## src/riscv_pkg.sv

```systemverilog
`default_nettype none

package riscv_pkg;

    typedef logic [31:0] word_t;
    typedef logic [4:0]  reg_addr_t;
    typedef logic [6:0]  opcode_t;

    // Major opcodes of the kept instructions.
    localparam opcode_t OP_RTYPE  = 7'b0110011;
    localparam opcode_t OP_ITYPE  = 7'b0010011;
    localparam opcode_t OP_LOAD   = 7'b0000011;
    localparam opcode_t OP_STORE  = 7'b0100011;
    localparam opcode_t OP_BRANCH = 7'b1100011;

    // Operation class from decode.
    typedef enum logic [1:0] {
        ALUOP_ADD   = 2'b00,
        ALUOP_SUB   = 2'b01,
        ALUOP_RTYPE = 2'b10,
        ALUOP_ITYPE = 2'b11
    } alu_op_e;

    typedef enum logic [3:0] {
        ALU_ADD = 4'b0000,
        ALU_SUB = 4'b0001,
        ALU_AND = 4'b0010,
        ALU_OR  = 4'b0011
    } alu_ctrl_e;

    typedef enum logic [1:0] {
        FWD_REG = 2'b00,
        FWD_WB  = 2'b01,
        FWD_MEM = 2'b10
    } fwd_sel_e;

    localparam word_t NOP_INSTR = 32'h0000_0013; // addi x0, x0, 0

endpackage

`default_nettype wire

```

## src/forwarding_unit.sv

```systemverilog
`timescale 1ns/1ps
`default_nettype none

module forwarding_unit
    import riscv_pkg::*;
(
    input  reg_addr_t ex_rs1_i,
    input  reg_addr_t ex_rs2_i,
    input  reg_addr_t mem_rd_i,
    input  reg_addr_t wb_rd_i,
    input  wire       mem_reg_write_i,
    input  wire       wb_reg_write_i,
    output fwd_sel_e  fwd_a_o,
    output fwd_sel_e  fwd_b_o
);

    // Youngest producer wins.
    function automatic fwd_sel_e select(reg_addr_t rs);
        if (mem_reg_write_i && mem_rd_i != '0 && mem_rd_i == rs) return FWD_MEM;
        if (wb_reg_write_i && wb_rd_i != '0 && wb_rd_i == rs) return FWD_WB;
        return FWD_REG;
    endfunction

    always_comb begin
        fwd_a_o = select(ex_rs1_i);
        fwd_b_o = select(ex_rs2_i);
    end

endmodule

`default_nettype wire

```

## config.mk

```make
export PLATFORM = sky130hd
export DESIGN_NAME = forwarding_unit
export DESIGN_NICKNAME = d
export VERILOG_FILES = /design/src/riscv_pkg.sv /design/src/forwarding_unit.sv
export SDC_FILE = /design/constraint.sdc
export NUM_CORES = 1
export LEC_CHECK = 0
export BUFFER_PORTS_ARGS = -buffer_cell sky130_fd_sc_hd__clkbuf_2
export CAP_MARGIN = 0
export CORE_AREA = 2 2 39 41
export DETAILED_ROUTE_END_ITERATION = 16
export DIE_AREA = 0 0 41 43
export SETUP_SLACK_MARGIN = 0.1
export SKIP_LAST_GASP = 1
export SYNTH_ARGS = -nofsm -noshare
export SYNTH_HDL_FRONTEND = slang
export SYNTH_SLANG_ARGS = --single-unit
```

## constraint.sdc

```tcl
create_clock -name vclk -period 2.4
set_clock_uncertainty 0.2 [all_clocks]
set_input_delay 0.48 -clock vclk [all_inputs]
set_output_delay 0.48 -clock vclk [all_outputs]
set_load 0.02 [all_outputs]
```

Yosys cells after proc, flatten, opt, wreduce, memory -nomap -nowiden --
Cells that the tools add are included.
Cells by class: eq/ne operators 4, multiplexer cells 14, reductions and logical operators 8
Operators with widths (count):
- $eq A5 B5 Y1 | 4
- $mux W2 | 8
- $reduce_bool A5 Y1 | 2
- $logic_and A1 B1 Y1 | 6
- $mux W1 | 6
Storage, ports and cells: flip-flop bits (word level) 0, input bits 22, output and inout port bits 4, word-level logic and storage cells 26

Logic depth before layout (Yosys ltp) --
Gate-level depths: netlist (run 1).
depth after elaboration 7, depth in mapped cells 4, gate-level depth less buffers 4

Worst setup path before layout (run 1) --
Ideal clock, no wire load.
path type in2out, start point input port mem_rd_i[1], end point output port fwd_b_o[0], arrival 1.828 ns, data required time 1.720 ns, setup slack -0.108 ns, stages on the path 4, path buffers 0, cells stage by stage or4_1 > o21ai_2 > nor4_1 > nor4_2
Between the ends: cells in the longest elaborated chain, start to end 5, elaborated cells on any way between the ends 6, classes of those cells 1 x eq/ne; 2 x mux; 3 x reduce/logical
RTL lines:
- start, declared | RTL line forwarding_unit.sv:9 | input reg_addr_t mem_rd_i,
- $reduce_bool A5 Y1 | RTL line forwarding_unit.sv:19 | if (mem_reg_write_i && mem_rd_i != '0 && mem_rd_i == rs) return FWD_MEM;
- $logic_and A1 B1 Y1 | RTL line forwarding_unit.sv:19
- $logic_and A1 B1 Y1 (*) | RTL line forwarding_unit.sv:19
- $mux W1 (*) | RTL line forwarding_unit.sv:19
- $mux W2 (*) | RTL line forwarding_unit.sv:20 | if (wb_reg_write_i && wb_rd_i != '0 && wb_rd_i == rs) return FWD_WB;
- end, declared | RTL line forwarding_unit.sv:14 | output fwd_sel_e fwd_b_o
Every way passes the cells marked *; elsewhere a longest branch is shown, timed or not.

Worst setup path in the final report (run 1) --
Same ends and word-level chain as after synthesis.

==> impl_metrics.tcl, run 1 <==
set metrics [dict create \
    fmax_ghz 0.4132 \
    track_usage 0.09890 \
    seq_area_um2 0 \
    synthToLayoutAreaGrowth_pct 103.7 \
    syn_area_per_cell_um2 7.949 \
    drcViolationCount 0 \
    dr_total_vias 359 \
    hp-start "wb_reg_write_i" \
    required_ns 1.72 \
    grt_pass1_vias 343 \
    grt_start_max_net_pins 4 \
    overflow 0 \
    crit_start "mem_rd_i[1]" \
    tns_ns -0.03769 \
    drive_gt1_frac 0.5821 \
    core-area_um2 1384 \
    portBuffers 26 \
    path_cells "buf_6 -> or4_4 -> o21ai_4 -> nor4_2 -> nor4_4 -> buf_4" \
    start_kind "input port" \
    path_buf_inv 2 \
    n_sequential_cell 0 \
    synth.distinct_cells 10 \
    synth_nets 56 \
    grt_pass1_wl_mm 1.297 \
    setup_viol 2 \
    cts_hold_buf 0 \
    drv_slew 0 \
    hold_class "input port to output pin" \
    wire_per_inst_um 9.699 \
    io_pins 26 \
    antenna_left 0 \
    setup_slack_ns -0.01992 \
    crit_arrival_ns 1.74 \
    cp_max_fo 2 \
    status "finished, violations left" \
    fin_nets 91 \
    slowest_stage "or4_4" \
    fillers 155 \
    final_cells 83 \
    violations "negative setup slack" \
    relSlewSlack 0.7440 \
    endpoint_kind "output pin" \
    p_per_area_nw_per_um2 161.5 \
    tightest_slew_ns 0.3808 \
    viasPerCell 4.325 \
    cap_viol_max_count 0 \
    worstSetupPathType "input port to output pin" \
    timing.final.crit_period_ns 2.420 \
    synth_cells 34 \
    timing.final.crit_share 1.008 \
    place_congestion 0.7309 \
    antenna_found_initial 0 \
    dr.first_iter.drc_count 0 \
    clock_buffers 0 \
    yosysWarnings 0 \
    die_y_um 43 \
    synth-seq-area-share 0 \
    slowest_delay_ns 0.53 \
    dp.cells 83 \
    start_util 0.1953 \
    fp.dieW_um 41 \
    syn_area_um2 270.3 \
    ir_drop_v 0.00006721 \
    final_hold_viol_count 0 \
    core.rowCount 14 \
    routed_wl_um 805 \
    rsz0062_at_grt "yes" \
    dieArea_um2 1763 \
    drt-pass1-iter-count 1 \
    antenna_cells 0 \
    critical-path-top-delay-family "simple AND/OR/NAND/NOR gates" \
    p_leak_uw 0.0002260 \
]
metal layers:
layer,GRT usage,share of wire,up-vias
met1,0.1234,0.37,160
met2,0.1875,0.55,11
met4,0,0,0
met3,0,0.077,0
met5,0,0,-
li1,-,-,188
power breakdown:
part / internal (µW) / switching [µW] / total [µW]
Combinational: 47.4 / 41.5 / 88.9
Clock: 0 / 0 / 0
Sequential: 0 / 0 / 0
timing repair:
action | 4_1_cts | 5_1_grt
buffers inserted | 0 | 0
setup endpoints to repair | 4 | 4
gates resized for setup | 5 | 8
path summary, 6_finish.rpt:
check / depth (start not counted) / to / slack, ns
worst max-delay path: 6 / fwd_b_o[0] / -0.02
worst min-delay path: 4 / fwd_a_o[0] / 1.16
logic make-up (layout without fill, tap and decap cells):
family | Yosys count | count (layout) | synth area share
xor gates and xnor gates | 20 | 20 | 0.6481
and+or+nand+nor | 13 | 13 | 0.3194
AOI/OAI and AO/OA | 1 | 1 | 0.03241
buffers and inverters | 0 | 33 | 0
synth_stat cells, drive strengths merged:
| cell | n | share of area |
|---|---|---|
| xnor2 | 16 | 0.52 |
| nor2 | 1 | 0.014 |
| o21ai | 1 | 0.032 |
| xor2 | 4 | 0.13 |
| nand4 | 2 | 0.046 |
| nand3 | 2 | 0.037 |
| or4 | 2 | 0.056 |
| nor4 | 4 | 0.14 |
| nand2 | 2 | 0.028 |
worst min-delay path: cells and delay by family:
kind / cells / cell delay (ns)
buf+inv: 2 / 0.24
simple gates: 2 / 0.16
per-stage QoR:
step	total power (µW)	cell area (µm²)	util	worst slack (ns)	hold WS (ns)
3_3_place_gp	82.11	503.0	0.3635	-0.05341	1.167
3_5_place_dp	82.71	503.0	0.3635	-0.06393	1.166
6_report	88.90	550.5	0.3978	-0.01992	1.159
2_1_floorplan	41.81	300.3	-	0.07111	0.9077
4_1_cts	87.67	531.8	0.3843	-0.05135	1.167
5_1_grt	97.08	550.5	0.3978	-0.07730	1.188
layout make-up:
| cell class | instances | area [µm²] | share of cell area |
|---|---|---|---|
| repair buffers | 33 | 210.2 | 0.3818 |
| well taps | 16 | 20.02 | 0.03636 |
| multi-input cells | 34 | 320.3 | 0.5818 |
cells in the final DEF (no fill, tap or decap):
| cell | Yosys | final |
|---|---|---|
| buf_4 | 0 | 9 |
| nand2_1 | 2 | 2 |
| nor4_2 | 2 | 1 |
| buf_6 | 0 | 2 |
| nand4_1 | 2 | 2 |
| o21ai_4 | 0 | 1 |
| or4_4 | 0 | 1 |
| buf_8 | 0 | 1 |
| or4_1 | 2 | 1 |
| clkbuf_2 | 0 | 21 |
| nand3_1 | 2 | 2 |
| xor2_1 | 4 | 4 |
| nor2_1 | 1 | 1 |
| nor4_4 | 0 | 3 |
| xnor2_1 | 16 | 16 |
No activity file was read; power rests on OpenSTA's default activity.
==> run 2: changes to the inputs <==
--- a/config.mk
+++ b/config.mk
@@ -5,11 +5,14 @@
 export SDC_FILE = /design/constraint.sdc
 export NUM_CORES = 1
 export LEC_CHECK = 0
+export ABC_AREA = 1
 export BUFFER_PORTS_ARGS = -buffer_cell sky130_fd_sc_hd__clkbuf_2
 export CAP_MARGIN = 0
-export CORE_AREA = 2 2 39 41
+export CELL_PAD_IN_SITES_DETAIL_PLACEMENT = 1
+export CELL_PAD_IN_SITES_GLOBAL_PLACEMENT = 1
+export CORE_UTILIZATION = 25
 export DETAILED_ROUTE_END_ITERATION = 16
-export DIE_AREA = 0 0 41 43
+export PLACE_DENSITY_LB_ADDON = 0.1
 export SETUP_SLACK_MARGIN = 0.1
 export SKIP_LAST_GASP = 1
 export SYNTH_ARGS = -nofsm -noshare
==> run 2 against run 1 <==
Effect of this change:
- the run now ends clean
- first-iteration DRC count increased by 6
- sequential cell count unchanged
- core utilization decreased by 1.3 points
- critical path type unchanged
==> impl_metrics.tcl, run 2 <==
set metrics [dict create \
    hold_class "input port to output pin" \
    wl_met2_um 509 \
    antenna_found_initial 0 \
    antenna_cells 0 \
    synth_top_area_share 0.3196 \
    synth_common_cells "31 x nand2_1, 13 x nor2_1, 12 x inv_1" \
    ir_drop_v 0.00004415 \
    n_sequential_cell 0 \
    p_per_area_nw_per_um2 157.1 \
    dieArea_um2 1613 \
    portBuffers 26 \
    yosysMostFrequentCell "nand2_1" \
    fin_nets 129 \
    synth_cells 79 \
    track_usage 0.1610 \
    post_cts_resized 0 \
    endpoint_kind "output pin" \
    worstSetupPathType "input port to output pin" \
    postLayoutCellArea_um2 513.0 \
    seq_area_um2 0 \
    drive_gt1_frac 0.3048 \
    dr_total_vias 519 \
    dp_hpwl_mm 1.075 \
    final_cells 120 \
    grt_pass1_vias 477 \
    fp.dieW_um 40.16 \
    synth_area_leader_cell "nand2_1" \
    placed_cell_area_um2 513.0 \
    layout_commonest_cell "nand2_1" \
    hp-start "mem_reg_write_i" \
    syn_area_um2 364.1 \
    wl_met1_um 526 \
    required_ns 1.72 \
    start_kind "input port" \
    die_y_um 40.16 \
    place_congestion 0.7863 \
    rsz0062_at_grt "no" \
    holdPathEnd "fwd_b_o[1]" \
    tns_ns 0 \
    drcViolationCount 0 \
    cp_max_fo 3 \
    fmax_ghz 0.5134 \
    min_path_cells 4 \
    post-cts-setup-buffers 0 \
    core-area_um2 1334 \
    syn_area_per_cell_um2 4.609 \
    timing.final.crit_share 0.8116 \
    relSlewSlack 0.9055 \
    p_total_uw 80.57 \
    tightest_slew_ns 0.1403 \
    overflow 0 \
    dr.first_iter.drc_count 6 \
    yosysWarnings 0 \
    final_cell_mix "31 x nand2_1, 26 x clkbuf_2, 13 x nor2_1" \
    cap_viol_max_count 0 \
    grt_pass1_wl_mm 1.821 \
    synth.distinct_cells 11 \
    drv_slew 0 \
    setup_viol 0 \
    grt_start_max_net_pins 5 \
    synth-seq-area-share 0 \
    yosys-top-cells-area "nand2_1 32%, xnor2_1 14%, nor2_1 13%, inv_1 12%, xor2_1 9.6%" \
    start_util 0.2730 \
    io_pins 26 \
    timing.final.crit_period_ns 1.948 \
    maxUsedRoutingLayer "met3" \
    viasPerCell 4.325 \
    synthToLayoutAreaGrowth_pct 40.89 \
    cts_hold_buf 0 \
    drt-pass1-iter-count 3 \
    antenna_left 0 \
    routed_wl_mm 1.083 \
    core.rowCount 13 \
    dp.cells 120 \
    crit_arrival_ns 1.27 \
    final_hold_viol_count 0 \
    p_leak_uw 0.0003416 \
    wire_per_inst_um 9.025 \
    status "complete, no violations" \
    clock_buffers 0 \
    synth_nets 101 \
    dr_wl_met3_um 48 \
]
-- run 2: changes by cell type after synthesis, sizes merged --
cell / change
or4: -2
nand3: +3
nand2: +30
nand4: -1
nor2: +14
xnor2: -10
nor4: -4
inv: +15
-- run 2: how the worst max path moves through the flow --
stage / startpoint / to / slack (ns)
CTS: ex_rs2_i[4] / fwd_b_o[0] / 0.43
global route: wb_rd_i[0] / fwd_a_o[0] / 0.34
global placement: ex_rs2_i[4] / fwd_b_o[0] / 0.44
finish: mem_rd_i[0] / fwd_b_o[0] / 0.45
floorplan: ex_rs1_i[1] / fwd_a_o[0] / 0.57
detailed placement: ex_rs2_i[4] / fwd_b_o[0] / 0.43
-- run 2: cell type report --
type	instances	area (µm²)
multi-input combinational	64	307.8
timing repair buffer	26	130.1
inverter	15	56.30
tap	15	18.77
fill	216	820.8
-- run 2: metal layers --
layer / vias to the layer above / track usage
met5: - / 0
met4: 0 / 0
li1: 283 / -
met3: 0 / 0
met1: 222 / 0.2045
met2: 14 / 0.3145
-- run 2: critical path, stage by stage --
cell      delay, ns
clkbuf_2       0.11
inv_2          0.05
nand2_1        0.05
nand2_1        0.05
nor2_1         0.12
nand3_1        0.10
nor2_2         0.11
nor2_1         0.05
clkbuf_2       0.15
-- run 2: cells by family after synthesis --
logic type                count (synthesis)  share of synthesized area
and+or+nand+nor                          53                     0.5911
buffers and inverters                    15                     0.1546
xor gates and xnor gates                 10                     0.2405
AOI/OAI and AO/OA                         1                    0.01373
-- run 2: power breakdown --
part	internal (µW)	switching, µW
combinational	36.0	44.6
sequential	0	0
clock	0	0
-- run 2: per-stage QoR --
step	setup WS (ns)	utilization	hold WS, ns
4_1_cts	0.4334	0.3846	1.125
3_3_place_gp	0.4403	0.3846	1.125
6_report	0.4521	0.3846	1.120
5_1_grt	0.3441	0.3846	1.144
2_1_floorplan	0.5680	-	0.8948
3_5_place_dp	0.4339	0.3846	1.125
